--- config.mk ---
export PLATFORM = sky130hd
export DESIGN_NAME = ahb_master
export DESIGN_NICKNAME = d
export VERILOG_FILES = /design/src/logic/ahb_pkg.sv /design/src/logic/ahb_master.sv
export VERILOG_INCLUDE_DIRS = /design/src /design/src/logic
export SDC_FILE = /design/constraint.sdc
export NUM_CORES = 1
export LEC_CHECK = 0
export BUFFER_PORTS_ARGS = -buffer_cell sky130_fd_sc_hd__buf_2
export CAP_MARGIN = 0
export CORE_MARGIN = 3
export CORE_UTILIZATION = 38
export DETAILED_ROUTE_END_ITERATION = 12
export GPL_TIMING_DRIVEN = 0
export PLACE_DENSITY = 0.91
export SYNTH_ARGS = -nofsm -noshare
export SYNTH_HDL_FRONTEND = slang
export SYNTH_SLANG_ARGS = --single-unit
--- constraint.sdc ---
create_clock -name CLK -period 7.2 [get_ports CLK]
set_input_delay 1.08 -clock CLK [delete_from_list [all_inputs] [get_ports CLK]]
set_output_delay 1.08 -clock CLK [all_outputs]
set_load 0.02 [all_outputs]
--- src/logic/ahb_config.svh ---
// ======================================
// AHB-Lite subsystem configuration
// bus widths, SRAM depth, the two slave
// regions and their wait-state counts.
// ======================================

`ifndef AHB_CONFIG_SVH
`define AHB_CONFIG_SVH

// bus widths.
`define AHB_ADDR_W    32             // byte address width.
`define AHB_DATA_W    32             // data bus width.

// memory.
`define SRAM_WORDS    256            // words per SRAM slave.

// address map.
`define SLAVE0_BASE   32'h0000_0000  // slave 0 region start.
`define SLAVE1_BASE   32'h0000_1000  // slave 1 region start.
`define REGION_SIZE   32'h0000_1000  // bytes per region.

// wait states per slave.
`define SLAVE0_WAIT   0              // zero-wait SRAM.
`define SLAVE1_WAIT   2              // slow SRAM.

`endif
--- src/logic/ahb_pkg.sv ---
// ======================================
// AHB-Lite subsystem package
// bus vector types, HTRANS/HSIZE/HRESP
// encodings and the master state type.
// ======================================

`include "ahb_config.svh"

package ahb_pkg;

  // bus vectors.
  typedef logic [`AHB_ADDR_W-1:0]     addr_t;     // byte address.
  typedef logic [`AHB_DATA_W-1:0]     word_t;     // data word.
  typedef logic [`AHB_DATA_W/8-1:0]   byte_en_t;  // bit n enables lane n.

  // protocol fields.
  typedef logic [1:0] htrans_t;                   // transfer type.
  typedef logic [2:0] hsize_t;                    // transfer size.
  typedef logic       hresp_t;                    // slave response.

  // HTRANS encodings.
  localparam htrans_t TRANS_IDLE   = 2'b00;       // no transfer.
  localparam htrans_t TRANS_NONSEQ = 2'b10;       // single transfer.

  // HSIZE encodings.
  localparam hsize_t  SIZE_BYTE    = 3'b000;      // 8 bits.
  localparam hsize_t  SIZE_HALF    = 3'b001;      // 16 bits.
  localparam hsize_t  SIZE_WORD    = 3'b010;      // 32 bits.

  // HRESP encodings.
  localparam hresp_t  RESP_OKAY    = 1'b0;        // transfer ok.
  localparam hresp_t  RESP_ERROR   = 1'b1;        // transfer failed.

  // master bridge FSM.
  typedef enum logic [1:0] {
    IDLE,                                         // waiting for a request.
    ADDR,                                         // address phase on the bus.
    DATA                                          // data phase until HREADY.
  } master_state_t;

endpackage

--- src/logic/ahb_master.sv ---
// ======================================
// AHB-Lite master bridge
// turns a ren/wen memory request into a
// single NONSEQ transfer, holds busy until
// the data phase ends, returns rdata/err.
// ======================================

`include "ahb_config.svh"

module ahb_master
  import ahb_pkg::*;
(
  input  logic          CLK,
  input  logic          nRST,
  // request port.
  input  logic          ren,
  input  logic          wen,
  input  addr_t         addr,
  input  word_t         wdata,
  input  byte_en_t      byte_en,
  output logic          busy,
  output word_t         rdata,
  output logic          err,
  // AHB-Lite master side.
  input  word_t         HRDATA,
  input  logic          HREADY,
  input  hresp_t        HRESP,
  output addr_t         HADDR,
  output htrans_t       HTRANS,
  output logic          HWRITE,
  output hsize_t        HSIZE,
  output word_t         HWDATA
);

  master_state_t state, n_state;

  logic       req_write;   // latched direction.
  addr_t      req_addr;    // latched word address.
  word_t      req_wdata;   // latched write data.
  byte_en_t   req_be;      // latched lane mask.
  logic       err_seen;    // ERROR seen during data phase.
  logic       done;        // data phase completes this cycle.
  logic [1:0] lane_off;    // low address bits from the mask.

  // ======================================
  // state machine
  // ======================================

  always_ff @(posedge CLK, negedge nRST)
  begin
    if (!nRST)
      state <= IDLE;
    else
      state <= n_state;
  end

  always_comb
  begin
    n_state = state;
    case (state)
      IDLE:
      begin
        if (ren || wen)
          n_state = ADDR;      // request registered this cycle.
      end
      ADDR:
      begin
        if (HREADY)
          n_state = DATA;      // address accepted.
      end
      DATA:
      begin
        if (HREADY)
          n_state = IDLE;      // transfer finished.
      end
      default:
        n_state = IDLE;
    endcase
  end

  // request latch, taken only when idle.
  always_ff @(posedge CLK)
  begin
    if (state == IDLE && (ren || wen))
    begin
      req_write <= wen;
      req_addr  <= addr;
      req_wdata <= wdata;
      req_be    <= byte_en;
    end
  end

  // first cycle of a two-cycle ERROR has HREADY low, keep it.
  always_ff @(posedge CLK, negedge nRST)
  begin
    if (!nRST)
      err_seen <= 1'b0;
    else if (state != DATA)
      err_seen <= 1'b0;
    else if (HRESP == RESP_ERROR)
      err_seen <= 1'b1;
  end

  // ======================================
  // lane mask to size and offset
  // ======================================

  always_comb
  begin
    HSIZE    = SIZE_WORD;
    lane_off = 2'd0;
    case (req_be)
      4'b1111: HSIZE = SIZE_WORD;                   // full word.
      4'b0011: HSIZE = SIZE_HALF;                   // lower half.
      4'b1100:
      begin
        HSIZE    = SIZE_HALF;                       // upper half.
        lane_off = 2'd2;
      end
      4'b0001: HSIZE = SIZE_BYTE;                   // lane 0.
      4'b0010:
      begin
        HSIZE    = SIZE_BYTE;
        lane_off = 2'd1;
      end
      4'b0100:
      begin
        HSIZE    = SIZE_BYTE;
        lane_off = 2'd2;
      end
      4'b1000:
      begin
        HSIZE    = SIZE_BYTE;
        lane_off = 2'd3;
      end
      default: HSIZE = SIZE_WORD;                   // odd masks go as words.
    endcase
  end

  // bus outputs, all from the latch.
  assign HTRANS = (state == ADDR) ? TRANS_NONSEQ : TRANS_IDLE;
  assign HWRITE = (state == ADDR) && req_write;
  assign HADDR  = {req_addr[`AHB_ADDR_W-1:2], lane_off};
  assign HWDATA = req_wdata;                        // held through data phase.

  // requester side.
  assign done  = (state == DATA) && HREADY;
  assign busy  = (ren || wen) && !done;
  assign rdata = HRDATA;                            // valid in completion cycle.
  assign err   = done && (HRESP == RESP_ERROR || err_seen);

endmodule

==> impl_metrics.env <==
export IMPL_status="complete, no violations"
export IMPL_cts_buffer_depth=2
export IMPL_drc=0
export IMPL_drive_gt1_share_pct=70.8
export IMPL_synth_edf_count=67
export IMPL_first_pass_iters=4
export IMPL_fin_nets=423
export IMPL_postCtsHoldBufs=0
export IMPL_grt_max_degree=15
export IMPL_synth_yosys_warnings=0
export IMPL_die_area_um2=7540
export IMPL_max_cap_viol_count=0
export IMPL_die_h_um=86.8
export IMPL_ys_seq_area_share_pct=84.0
export IMPL_synthesis_area_um2=2480
export IMPL_synth_top_area_share_pct=81.0
export IMPL_syn_to_final_growth_pct=48.8
export IMPL_startpoint_type="input pin"
export IMPL_cts_resized=0
export IMPL_start_util_pct=40.5
export IMPL_synth_seq_cells=70
export IMPL_setup_slack_ns=4.41
export IMPL_antenna_left=0
export IMPL_p_per_area_nw_per_um2=370
export IMPL_ir_drop_v=0.000224
export IMPL_setup_viol=0
export IMPL_grt_pass1_vias=1766
export IMPL_avgViaCountPerCell=4.37
export IMPL_coreArea_um2=6130
export IMPL_worstSetupEndpointType="output pin"
export IMPL_yosys_cell_count_top_type="edfxtp_1"
export IMPL_path_max_fanout=5
export IMPL_die_width_um=86.8
export IMPL_clock_latency_ns=0.33
export IMPL_maxSlewHeadroom_pct=49.9
export IMPL_drv_slew=0
export IMPL_cts_tree="done"
export IMPL_grtUsageTotal_pct=16.0
export IMPL_hold_path_class="input pin to asynchronous set/reset pin"
export IMPL_dp_hpwl_um=4980
export IMPL_arrival_ns=1.71
export IMPL_period_share_pct=38.8
export IMPL_io_pins=210
export IMPL_place_ws_ns=4.41
export IMPL_hold_slack_ns=0.536
export IMPL_cts_clk_slew_worst_paths_ns=0.07
export IMPL_antenna_found_initial=0
export IMPL_portBuffers=173
export IMPL_critPathKind="input pin to output pin"
export IMPL_fin_skew_ns=0.00412
export IMPL_finalCoreUtilization_pct=60.3
export IMPL_ys_flop_type="edfxtp_1"
export IMPL_cts_buffers=9
export IMPL_max_freq_mhz=358
export IMPL_hold_violations=0
export IMPL_synth_commonest_cells="67 x edfxtp_1, 34 x buf_4, 4 x nor2_1"
export IMPL_total_power_mw=1.37
export IMPL_clkSinkCount=70
export IMPL_via_count=1736
export IMPL_rsz0062_at_grt="no"
export IMPL_rows=28
export IMPL_synth_top_cells_by_area="edfxtp_1 81%, buf_4 10%, dfrtp_1 3.0%"
export IMPL_synthDistinctLibCells=19
export IMPL_post_route_min_period_ns=2.79
export IMPL_place_area_um2=3500
export IMPL_grt_pass1_wl_um=8670
export IMPL_grt_overflow=0
export IMPL_max_slew_worst_pin_slew_ns=0.747
export IMPL_synthArstFlopShare_pct=4.29
export IMPL_avgSynthCellArea_um2=19.6
export IMPL_p_leak_nw=1.70
export IMPL_n_antenna_cell=0
export IMPL_fin_area_um2=3690
export IMPL_cts_root_buf="clkbuf_8"
export IMPL_routed_wl_um=6070
export IMPL_place_congestion=0.709
export IMPL_crit_required_ns=6.12
export IMPL_syn_inst=127
export IMPL_post_drt_wl_per_cell_um=15.3
export IMPL_post_cts_buffers=0
export IMPL_drt_iter0_markers=51
export IMPL_htreeDepth=3
export IMPL_yosys_area_top_type="edfxtp_1"
[power breakdown]
part | switching, mW | internal [mW] | total [mW]
Clock | 0.143 | 0.161 | 0.304
Sequential | 0.0398 | 0.596 | 0.635
Combinational | 0.284 | 0.143 | 0.427
[cells by family after synthesis]
group,Yosys count,synth area share (%)
xor+xnor,2,0.705
simple gates,14,3.38
other cells,1,0.151
compound gates,5,1.31
buf+inv,35,10.4
flops,70,84.0
[layer usage]
metal / part of all wire, % / GRT usage (%) / up-vias
li1: - / - / 812
met1: 30 / 15.0 / 785
met2: 54 / 28.3 / 129
met3: 14 / 7.79 / 10
met4: 1.9 / 8.22 / 0
met5: 0 / 0 / -
[registers in the layout, indices dropped and copies added (netlist names)]
name       count
HWDATA        32
err_seen       1
req_addr      30
req_be         4
req_write      1
state          2
[final cells by class]
type / count / area (um2)
buffer: 34 / 255
clock buffer: 11 / 131
clock inverter: 5 / 58.8
fill: 482 / 2440
inverter: 1 / 3.75
multi-input combinational: 23 / 146
sequential: 70 / 2090
tap: 75 / 93.8
timing repair buffer: 178 / 918
[critical path, cell delays in order]
cell and delay, ns:
buf_2 0.12, nor4bb_1 0.29, buf_2 0.22
[per-stage QoR]
step / std cells / TNS [ns]
final: 397 / 0
after global placement: 376 / -48.19
after global routing: 397 / 0
after CTS: 397 / 0
after detailed placement: 381 / 0
after floorplan: 128 / 0
[cell usage in the layout, fill, tap and decap left out, types with 2 or more instances in the layout]
master / Yosys / routed
buf_6: 0 / 4
buf_4: 34 / 35
nor4bb_1: 2 / 2
clkbuf_1: 0 / 2
buf_2: 0 / 173
xnor2_1: 2 / 2
nor2_1: 4 / 4
conb_1: 1 / 2
clkinvlp_4: 0 / 2
dfrtp_1: 3 / 3
nor3_1: 3 / 2
edfxtp_1: 67 / 67
clkbuf_8: 0 / 9
[worst paths after layout]
kind	startpoint	to	slack (ns)	cells past startpoint
worst max-delay path	HREADY	err	4.41	3
worst min-delay path	nRST	err_seen$_DFFE_PN0P_	0.54	1
worst max register to register	state[1]$_DFFE_PN0P_	req_addr[15]$_DFFE_PP_	5.17	4
worst min register to register	state[0]$_DFFE_PN0P_	err_seen$_DFFE_PN0P_	0.60	1
max in group asynchronous	nRST	state[0]$_DFFE_PN0P_	6.56	1
min in group CLK	state[0]$_DFFE_PN0P_	err_seen$_DFFE_PN0P_	0.60	1
(Power assumes the default switching activity.)
