--- src/logic/ahb_config.svh ---
// ======================================
// AHB-Lite subsystem configuration
// bus widths, SRAM depth, the two slave
// regions and their wait-state counts.
// ======================================

`ifndef AHB_CONFIG_SVH
`define AHB_CONFIG_SVH

// bus widths.
`define AHB_ADDR_W    32             // byte address width.
`define AHB_DATA_W    32             // data bus width.

// memory.
`define SRAM_WORDS    256            // words per SRAM slave.

// address map.
`define SLAVE0_BASE   32'h0000_0000  // slave 0 region start.
`define SLAVE1_BASE   32'h0000_1000  // slave 1 region start.
`define REGION_SIZE   32'h0000_1000  // bytes per region.

// wait states per slave.
`define SLAVE0_WAIT   0              // zero-wait SRAM.
`define SLAVE1_WAIT   2              // slow SRAM.

`endif
--- src/logic/ahb_pkg.sv ---
// ======================================
// AHB-Lite subsystem package
// bus vector types, HTRANS/HSIZE/HRESP
// encodings and the master state type.
// ======================================

`include "ahb_config.svh"

package ahb_pkg;

  // bus vectors.
  typedef logic [`AHB_ADDR_W-1:0]     addr_t;     // byte address.
  typedef logic [`AHB_DATA_W-1:0]     word_t;     // data word.
  typedef logic [`AHB_DATA_W/8-1:0]   byte_en_t;  // bit n enables lane n.

  // protocol fields.
  typedef logic [1:0] htrans_t;                   // transfer type.
  typedef logic [2:0] hsize_t;                    // transfer size.
  typedef logic       hresp_t;                    // slave response.

  // HTRANS encodings.
  localparam htrans_t TRANS_IDLE   = 2'b00;       // no transfer.
  localparam htrans_t TRANS_NONSEQ = 2'b10;       // single transfer.

  // HSIZE encodings.
  localparam hsize_t  SIZE_BYTE    = 3'b000;      // 8 bits.
  localparam hsize_t  SIZE_HALF    = 3'b001;      // 16 bits.
  localparam hsize_t  SIZE_WORD    = 3'b010;      // 32 bits.

  // HRESP encodings.
  localparam hresp_t  RESP_OKAY    = 1'b0;        // transfer ok.
  localparam hresp_t  RESP_ERROR   = 1'b1;        // transfer failed.

  // master bridge FSM.
  typedef enum logic [1:0] {
    IDLE,                                         // waiting for a request.
    ADDR,                                         // address phase on the bus.
    DATA                                          // data phase until HREADY.
  } master_state_t;

endpackage

--- src/logic/ahb_decoder.sv ---
// ======================================
// AHB-Lite address decoder
// region selects, data-phase response mux
// and a default slave for unmapped space.
// ======================================

`include "ahb_config.svh"

module ahb_decoder
  import ahb_pkg::*;
(
  input  logic     CLK,
  input  logic     nRST,
  input  addr_t    HADDR,
  input  htrans_t  HTRANS,
  input  logic     HREADYOUT0,
  input  logic     HREADYOUT1,
  input  word_t    HRDATA0,
  input  word_t    HRDATA1,
  input  hresp_t   HRESP0,
  input  hresp_t   HRESP1,
  output logic     HSEL0,
  output logic     HSEL1,
  output logic     HREADY,
  output word_t    HRDATA,
  output hresp_t   HRESP
);

  addr_t off0;           // offset into region 0.
  addr_t off1;           // offset into region 1.
  logic  active;         // address phase carries a transfer.
  logic  unmapped;       // transfer outside both regions.
  logic  dsel0;          // slave 0 owns the data phase.
  logic  dsel1;          // slave 1 owns the data phase.
  logic  dsel_def;       // default slave owns the data phase.
  logic  def_first;      // default slave in its first ERROR cycle.

  // ======================================
  // address decode
  // ======================================

  assign off0 = HADDR - addr_t'(`SLAVE0_BASE);
  assign off1 = HADDR - addr_t'(`SLAVE1_BASE);

  assign HSEL0    = (off0 < addr_t'(`REGION_SIZE));   // wraps below base.
  assign HSEL1    = (off1 < addr_t'(`REGION_SIZE));
  assign active   = (HTRANS == TRANS_NONSEQ);
  assign unmapped = active && !HSEL0 && !HSEL1;

  // data-phase owner moves only when the bus is ready.
  always_ff @(posedge CLK, negedge nRST)
  begin
    if (!nRST)
    begin
      dsel0    <= 1'b0;
      dsel1    <= 1'b0;
      dsel_def <= 1'b0;
    end
    else if (HREADY)
    begin
      dsel0    <= active && HSEL0;
      dsel1    <= active && HSEL1;
      dsel_def <= unmapped;
    end
  end

  // default slave, low HREADY for one cycle then high.
  always_ff @(posedge CLK, negedge nRST)
  begin
    if (!nRST)
      def_first <= 1'b0;
    else
      def_first <= HREADY && unmapped;
  end

  // ======================================
  // response mux
  // ======================================

  always_comb
  begin
    HREADY = 1'b1;                   // no owner reads as ready.
    HRDATA = '0;
    HRESP  = RESP_OKAY;
    if (dsel0)
    begin
      HREADY = HREADYOUT0;
      HRDATA = HRDATA0;
      HRESP  = HRESP0;
    end
    else if (dsel1)
    begin
      HREADY = HREADYOUT1;
      HRDATA = HRDATA1;
      HRESP  = HRESP1;
    end
    else if (dsel_def)
    begin
      HREADY = !def_first;           // two-cycle ERROR.
      HRESP  = RESP_ERROR;
    end
  end

endmodule

--- config.mk ---
export PLATFORM = sky130hd
export DESIGN_NAME = ahb_decoder
export DESIGN_NICKNAME = d
export VERILOG_FILES = /design/src/logic/ahb_pkg.sv /design/src/logic/ahb_decoder.sv
export VERILOG_INCLUDE_DIRS = /design/src /design/src/logic
export SDC_FILE = /design/constraint.sdc
export NUM_CORES = 1
export LEC_CHECK = 0
export ABC_AREA = 1
export BUFFER_PORTS_ARGS = -buffer_cell sky130_fd_sc_hd__buf_2
export CORE_AREA = 3 3 61 63
export DETAILED_ROUTE_END_ITERATION = 12
export DIE_AREA = 0 0 64 66
export PLACE_DENSITY = 0.78
export SYNTH_ARGS = -nofsm -noshare
export SYNTH_HDL_FRONTEND = slang
export SYNTH_SLANG_ARGS = --single-unit
export TNS_END_PERCENT = 30
--- constraint.sdc ---
create_clock -name CLK -period 1.6 [get_ports CLK]
set_input_delay 0.32 -clock CLK [delete_from_list [all_inputs] [get_ports CLK]]
set_output_delay 0.32 -clock CLK [all_outputs]
set_load 0.01 [all_outputs]
==> results of run 1 <==
[repair_timing]
action                                 CTS  global route
hold buffers                             1             0
endpoints found under the hold margin    4             0
pin swaps                               18            23
resized for setup                       40            16
cloned                                   1             2
setup endpoints to repair               35            37
buffers inserted                         1             1
[power by group through the flow]
stage	sequential, mW	combinational, mW	clock (mW)
final	0.106	0.243	0.116
after global routing	0.107	0.264	0.124
after CTS	0.106	0.226	0.123
after detailed placement	0.107	0.206	0
after global placement	0.107	0.201	0
after floorplan	0.107	0.0550	0
[final cells by class]
cell class                 count  area (um2)  area share
timing repair buffer         145         952       0.463
inverter                      18        67.6      0.0328
clock buffer                   3        22.5      0.0109
multi-input combinational    125         856       0.416
tap                           46        57.6      0.0280
sequential                     4         101      0.0493
[cell usage in the layout, fill, tap and decap left out, types with 2 or more instances in the layout]
cell type  instances
a22o_1            30
a22o_4             2
buf_12             2
buf_2            112
buf_4             13
buf_6             13
clkbuf_16          2
clkbuf_4           3
dfrtp_1            3
inv_1             13
inv_2              4
nand2_1           31
nand2_2            7
nand3_1            3
nand3_2            3
nand3b_1           2
nor2_1            15
nor2_2            11
nor2_4             9
o21ai_0            2
[how the worst min path moves through the flow]
stage	from	end	slack, ps	cells after the start
floorplan	nRST	def_first	20	0
global placement	nRST	def_first	120	1
detailed placement	nRST	def_first	130	1
CTS	HREADYOUT0	dsel0	340	2
global route	HREADYOUT0	dsel0	400	2
finish	HREADYOUT0	dsel0	380	2
[cells by family (layout without fill, tap and decap cells)]
family | after synthesis | in the layout | share of synthesized area
AND/OR/NAND/NOR | 85 | 85 | 0.430
AO/OA/AOI/OAI | 40 | 40 | 0.363
buffers and inverters | 25 | 166 | 0.101
flip-flops | 4 | 4 | 0.106
[layer usage]
metal  routed length [um]  up-vias  part of all wire
met5                    0        -                 0
met2                 2630       84              0.49
met1                 2010      759              0.38
li1                     -      814                 -
met4                  155        0             0.029
met3                  542       12              0.10
[flip-flops by register name, indices dropped and copies added (netlist names)]
register,flops
dsel_def,1
def_first,1
dsel1,1
dsel0,1
[metrics by stage]
step | worst slack (ps) | cell area [um2] | total power, mW | hold WS [ps] | cells
after floorplan | 129 | 945 | 0.162 | 24.4 | 154
after detailed placement | -174 | 1730 | 0.313 | 127 | 332
after global placement | -149 | 1730 | 0.308 | 124 | 332
after global routing | -304 | 2060 | 0.495 | 404 | 341
final | -168 | 2060 | 0.466 | 384 | 341
after CTS | -134 | 1940 | 0.455 | 335 | 338
[critical path, delay by kind of cell (launching register included)]
family | cells | cell delay [ps]
buf+inv | 2 | 360
simple gates | 1 | 250
flops | 1 | 450
compound gates | 1 | 150
==> results.cfg, run 1 <==
[pwr]
power.density_nw_per_um2 = 226
combPwrFrac = 0.523
power_switching_mw = 0.147
internal-power_mw = 0.318
ir_drop_mv = 0.304
p_seq_frac = 0.228
clockPowerShare = 0.250
leakagePower_nw = 1.10
switching_share = 0.316

[layout]
antennaDiodeCount = 0
syn2layout_area_growth_pct = 118
num-fill-cells = 304
drive_gt1_frac = 0.641
fin_util = 0.626
nNetsFinal = 401

[floorplan]
die_w_um = 64
die_y_um = 66
start_util = 0.288
rows = 21
io_pins = 140
coreArea_um2 = 3280
dieArea_um2 = 4220

[placement]
dpl.hpwl_um = 4000
io_buffers = 127
gp_routability_congestion = 0.844

[run_status]
status = complete, but fails checks
violations = negative setup slack

[detailed_routing]
routed_wl_um = 5340
vias_per_cell = 4.89
ant_nets = 0
drt-initial-drc-count = 67
drt-pass1-iter-count = 4
vias = 1669
drcViolationCount = 0
post_drt_wl_per_cell_um = 15.6

[global_route]
grt-ovfl-total = 0
antenna_found_initial = 0
met2_usage = 0.400
track_usage = 0.226
use_met3 = 0.0850
grt_pass1_wl_um = 7470
grt_max_degree = 33
grt.busiest_layer = met2
grt_pass1_vias = 1551
use_met1 = 0.251

[worst_hold_path]
worstHoldPathType = in -> reg

[setup_path]
crit_path_end = HRDATA[21]
crit_slowest_cell = dfrtp_2
startpoint_type = flip-flop
rr_worst_depth = 7
path_class = reg -> out
worstPathArrival_ps = 1450
r2r_setup_slack_ps = 140
critPathMaxFanout = 16
crit_path_start = dsel0
r2r-start = dsel0
timing.rr.end = dsel_def
path_cells = nor2_4, clkbuf_16, a22o_1, buf_2
cp_data_required_time_ps = 1280
end_kind = primary output
max_stage_delay_ps = 450

[timing]
fin_skew_ps = 1.66
rsz0062_at_grt = true
period_minus_slack_ps = 1770
fin_ws_ps = -168
slew_violations = 0
max-slew-margin-rel = 0.816
timing.final.crit_share = 1.10
tightest_slew_ps = 275
finalSetupViolations = 35
fmax_mhz = 566
tns_ps = -4110
finalHoldViolCount = 0

[yosys]
seq_area_frac_synth = 0.106
syn-instance-count = 154
async_reset_ff_frac = 1.00
ys.flop_type = dfrtp_1
ys_ff_latch = 4
synth_area_leaders = a22o_1, nand2_1, dfrtp_1
synth.most_common_cell = nand2_1
syn_area_um2 = 945
synth-edff-count = 0
synth_commonest_cells = nand2_1, a22o_1, nor2_1, inv_1, nor2_2
yosysTopAreaCellShare = 0.297
synth_cell_types = 25
syn-num-nets = 258
ys_warn_count = 0
synth_top_area_cell = a22o_1
syn_area_per_cell_um2 = 6.13

[clocking]
cts.sinks = 4
cts.reportedPaths.clkPinSlew_ps = 30
insertion_delay_ps = 220
cts_buffers = 3
cts_root_buffer = clkbuf_4
cts_buffer_depth = 2
htreeDepth = 1
cts_tree = built

[flow_run]
drv_cap = 0
(Power assumes the default switching activity.)
==> inputs of run 2 (changes only) <==
--- a/config.mk
+++ b/config.mk
@@ -12,6 +12,7 @@
 export DETAILED_ROUTE_END_ITERATION = 12
 export DIE_AREA = 0 0 64 66
 export PLACE_DENSITY = 0.78
+export SETUP_SLACK_MARGIN = 0.05
 export SYNTH_ARGS = -nofsm -noshare
 export SYNTH_HDL_FRONTEND = slang
 export SYNTH_SLANG_ARGS = --single-unit
==> run 2 against run 1 <==
  * The run still ends with negative setup slack left
  * Die area unchanged
  * Global-route usage down 0.14 points
  * Clock skew down 0.69 ps
  * Combinational power about the same
  * Critical path depth up 7
  * Sequential power about the same
  * Hold slack worse by 20 ps
  * Clock power about the same
  * Highest routed layer unchanged
==> results.cfg, run 2 (synthesis gave the netlist of run 1 again) <==
[setup_path]
end_kind = primary output
path_class = in -> out
startpoint_type = primary input
critPathMaxFanout = 3
timing.rr.end = dsel_def
cp_data_required_time_ps = 1280
r2r-start = dsel0
crit_slowest_cell = buf_2
rr_worst_depth = 7
worstPathArrival_ps = 1420
r2r_setup_slack_ps = 230
path_cells = buf_2, nor2_4, nand2_2, clkinv_1, nand2_1, nor2_1, nand3_2, nor2_2, nand3_2, nor2_2, buf_2
max_stage_delay_ps = 140

[floorplan]
die_y_um = 66
coreArea_um2 = 3280
io_pins = 140
dieArea_um2 = 4220
rows = 21
start_util = 0.288
die_w_um = 64

[detailed_routing]
post_drt_wl_per_cell_um = 15.2
vias_per_cell = 4.76
ant_nets = 0
drt-pass1-iter-count = 4
drt-initial-drc-count = 35
vias = 1623
routed_wl_um = 5170
drcViolationCount = 0

[run_status]
status = complete, but fails checks
violations = negative setup slack

[timing]
tightest_slew_ps = 219
finalSetupViolations = 35
whs_ps = 364
rsz0062_at_grt = true
fmax_mhz = 576
finalHoldViolCount = 0
slew_violations = 0
max-slew-margin-rel = 0.854
fin_ws_ps = -137
period_minus_slack_ps = 1740
timing.final.crit_share = 1.09
fin_skew_ps = 0.968

[worst_hold_path]
holdPathStages = 2
min_to = dsel0
worstHoldPathType = in -> reg
worstHoldStart = HREADYOUT0

[layout]
num-fill-cells = 309
fin_cells = 341
drive_gt1_frac = 0.647
fin_util = 0.629
final_common_cell = buf_2
syn2layout_area_growth_pct = 119
nNetsFinal = 401
design_area_um2 = 2060
antennaDiodeCount = 0
layout_common_cells = buf_2, a22o_1, nand2_1

[global_route]
track_usage = 0.224
grt_pass1_wl_um = 7410
antenna_found_initial = 0
grt-ovfl-total = 0
grt_pass1_vias = 1568
grt_max_degree = 33

[clocking]
cts_buffer_depth = 2
cts_tree = built
cts_buffers = 3
htreeDepth = 1
insertion_delay_ps = 230
cts.sinks = 4
cts_root_buffer = clkbuf_4
cts.reportedPaths.clkPinSlew_ps = 30

[flow_run]
drv_cap = 0

[placement]
dp_cells = 332
dpl.hpwl_um = 4000
gp_routability_congestion = 0.844
io_buffers = 127
dp_slack_ps = -174
place_area_um2 = 1730

[pwr]
ir_drop_mv = 0.316
power.density_nw_per_um2 = 228
leakagePower_nw = 1.10
==> run 2: cell types whose count changed in the layout (fill, tap and decap cells not counted) <==
cell,change
buf_12,+1
nand2_2,+2
o21bai_2,-1
o21bai_4,+1
nand2_1,-2
clkbuf_16,-1
==> run 2: how the worst max path moves through the flow <==
stage / cells past startpoint / end / from / slack, ps
5_1_grt: 11 / HSEL1 / HADDR[14] / -300
4_1_cts: 9 / HSEL1 / HADDR[17] / -130
6_report: 11 / HSEL1 / HADDR[16] / -140
2_1_floorplan: 4 / HRDATA[0] / dsel0 / 130
3_3_place_gp: 9 / HSEL1 / HADDR[21] / -150
3_5_place_dp: 9 / HSEL1 / HADDR[21] / -170
==> run 2: stage by stage <==
stage / TNS (ps) / power (mW)
3_3_place_gp: -466 / 0.308
2_1_floorplan: 0 / 0.162
5_1_grt: -4490 / 0.499
3_5_place_dp: -550 / 0.313
4_1_cts: -1850 / 0.454
6_report: -2290 / 0.470
==> run 2: final cells by class <==
cell class                 count  area (um2)  area share
inverter                      18        67.6      0.0327
clock buffer                   3        22.5      0.0109
tap                           46        57.6      0.0279
multi-input combinational    125         868       0.421
sequential                     4         101      0.0491
timing repair buffer         145         947       0.459
==> run 2: power breakdown <==
part | leakage, nW | switching (mW) | internal [mW]
clock | 0.0138 | 0.0335 | 0.0833
sequential | 0.0522 | 0.00195 | 0.105
combinational | 1.04 | 0.113 | 0.133
total | 1.10 | 0.149 | 0.321
==> run 2: routing by layer <==
metal | track usage | vias to the layer above | routed length [um]
met4 | 0.0674 | 0 | 136
li1 | - | 815 | -
met3 | 0.0918 | 12 | 579
met1 | 0.244 | 716 | 1940
met5 | 0 | - | 0
met2 | 0.396 | 80 | 2520
==> run 2: repair_timing <==
action / in CTS / in global routing
setup buffers: 1 / 2
endpoints found under the hold margin: 4 / 0
pin swaps: 19 / 23
hold buffers: 1 / 0
gates resized for setup: 39 / 20
endpoints found under the setup margin: 35 / 38
cloned: 1 / 1
==> run 2: worst max-delay path, delay by kind of cell <==
family / cells / cell delay (ps)
AND/OR/NAND/NOR: 8 / 780
buffers and inverters: 3 / 310
==> inputs of run 3 (changes only) <==
==> constraint.sdc (replaced) <==
create_clock -name CLK -period 2 [get_ports CLK]
set_input_delay 0.4 -clock CLK [delete_from_list [all_inputs] [get_ports CLK]]
set_output_delay 0.4 -clock CLK [all_outputs]
set_load 0.01 [all_outputs]
==> run 3 against run 2 <==
  * The run now ends clean
  * Non-clock buffer count down 14
  * Core utilization down 8.4 points
  * Power down 24%
  * Largest cell class is now multi-input combinational cells
  * Wire length down 9.0%
==> results.cfg, run 3 (synthesis gave the netlist of run 1 again) <==
[placement]
dpl.hpwl_um = 3880
io_buffers = 127
place_area_um2 = 1640
dp_slack_ps = 73.2
gp_routability_congestion = 0.902
dp_cells = 322

[timing]
max-slew-margin-rel = 0.795
tightest_slew_ps = 308
tns_ps = 0
fin_ws_ps = 97.7
timing.final.crit_share = 0.951
period_minus_slack_ps = 1900
fmax_mhz = 526
finalSetupViolations = 0
fin_skew_ps = 1.02
finalHoldViolCount = 0
rsz0062_at_grt = true
slew_violations = 0

[clocking]
cts.reportedPaths.clkPinSlew_ps = 30
insertion_delay_ps = 230
cts_tree = built
htreeDepth = 1
cts.sinks = 4
cts_buffers = 3
cts_buffer_depth = 2
cts_root_buffer = clkbuf_4

[floorplan]
start_util = 0.288
io_pins = 140
die_y_um = 66
rows = 21
coreArea_um2 = 3280
dieArea_um2 = 4220
die_w_um = 64

[layout]
num-fill-cells = 327
nNetsFinal = 387
seqCellArea_um2 = 100
fin_cells = 327
multi_input_area_um2 = 816
fin_util = 0.545
design_area_um2 = 1790
drive_gt1_frac = 0.587
syn2layout_area_growth_pct = 89.4
final_common_cell = buf_2
layout_common_cells = buf_2, a22o_1, nand2_1
antennaDiodeCount = 0

[setup_path]
crit_slowest_cell = buf_2
worstPathArrival_ps = 1500
path_class = in -> out
end_kind = primary output
max_stage_delay_ps = 140
cp_data_required_time_ps = 1600
startpoint_type = primary input
path_cells = buf_8, nor2_4, nand2_2, nor2_4, nand2_1, nand2_1, nand2_1, nor2_2, nand3_2, nor2_2, buf_2
critPathMostFrequentCell = nand2_1
cp.buffers_inverters = 2
critPathMaxFanout = 3
cp_top_family = simple AND/OR/NAND/NOR gates

[global_route]
grt_max_degree = 34
antenna_found_initial = 0
grt-ovfl-total = 0
track_usage = 0.192
grt_pass1_wl_um = 6370
grt_pass1_vias = 1334

[pwr]
ir_drop_mv = 0.259
power.density_nw_per_um2 = 200
leakagePower_nw = 1.00

[flow_run]
drv_cap = 0

[detailed_routing]
drcViolationCount = 0
drt-pass1-iter-count = 4
post_drt_wl_per_cell_um = 14.4
routed_wl_um = 4700
vias = 1568
ant_nets = 0
vias_per_cell = 4.80
drt-initial-drc-count = 54

[worst_hold_path]
worstHoldPathType = in -> reg

[run_status]
status = finished, final reports clean
run 3: changes by cell type in the layout (fill, tap and decap cells not counted), moves of 3 or more:
| cell | change |
|---|---|
| inv_1 | +3 |
| buf_4 | -11 |
| nand2_2 | -3 |
| inv_2 | -3 |
| buf_2 | +9 |
| nand2_1 | +3 |
| buf_6 | -9 |
run 3: final timing paths:
kind,start,endpoint,slack [ps],cells after the start
worst max-delay path,HADDR[16],HSEL1,100,11
worst min-delay path,HREADYOUT0,dsel0,410,2
worst max register to register,dsel0,dsel_def,650,7
worst min register to register,dsel_def,dsel_def,470,2
max in group asynchronous,nRST,dsel1,1360,2
min in group asynchronous,nRST,def_first,520,2
run 3: layout make-up:
class,count,share of cell area
timing repair buffer,131,0.406
tap,46,0.0322
sequential,4,0.0559
multi-input combinational,125,0.456
inverter,18,0.0378
clock buffer,3,0.0126
run 3: what timing repair did:
action,in CTS,in global routing
hold buffers,1,0
buffers inserted,0,1
hold endpoints to repair,4,0
resized for setup,0,36
setup endpoints to repair,0,2
run 3: per-layer routing:
| layer | wire [um] | part of all wire | GRT usage | vias to the layer above |
|---|---|---|---|---|
| met5 | 0 | 0 | 0 | - |
| met4 | 56 | 0.012 | 0.0243 | 0 |
| met3 | 564 | 0.12 | 0.0578 | 4 |
| met2 | 2320 | 0.49 | 0.332 | 85 |
| met1 | 1770 | 0.38 | 0.239 | 695 |
| li1 | - | - | - | 784 |
run 3: per-stage QoR:
| step | power, mW | hold slack (ps) |
|---|---|---|
| final | 0.358 | 411 |
| after floorplan | 0.130 | 104 |
| after global routing | 0.384 | 430 |
| after global placement | 0.235 | 205 |
| after detailed placement | 0.238 | 207 |
| after CTS | 0.339 | 400 |
run 3: power breakdown:
group	internal (mW)	leakage [nW]	switching, mW
Sequential	0.0839	0.0538	0.000843
Clock	0.0667	0.0138	0.0270
Combinational	0.0974	0.932	0.0823
Total	0.248	1.00	0.110
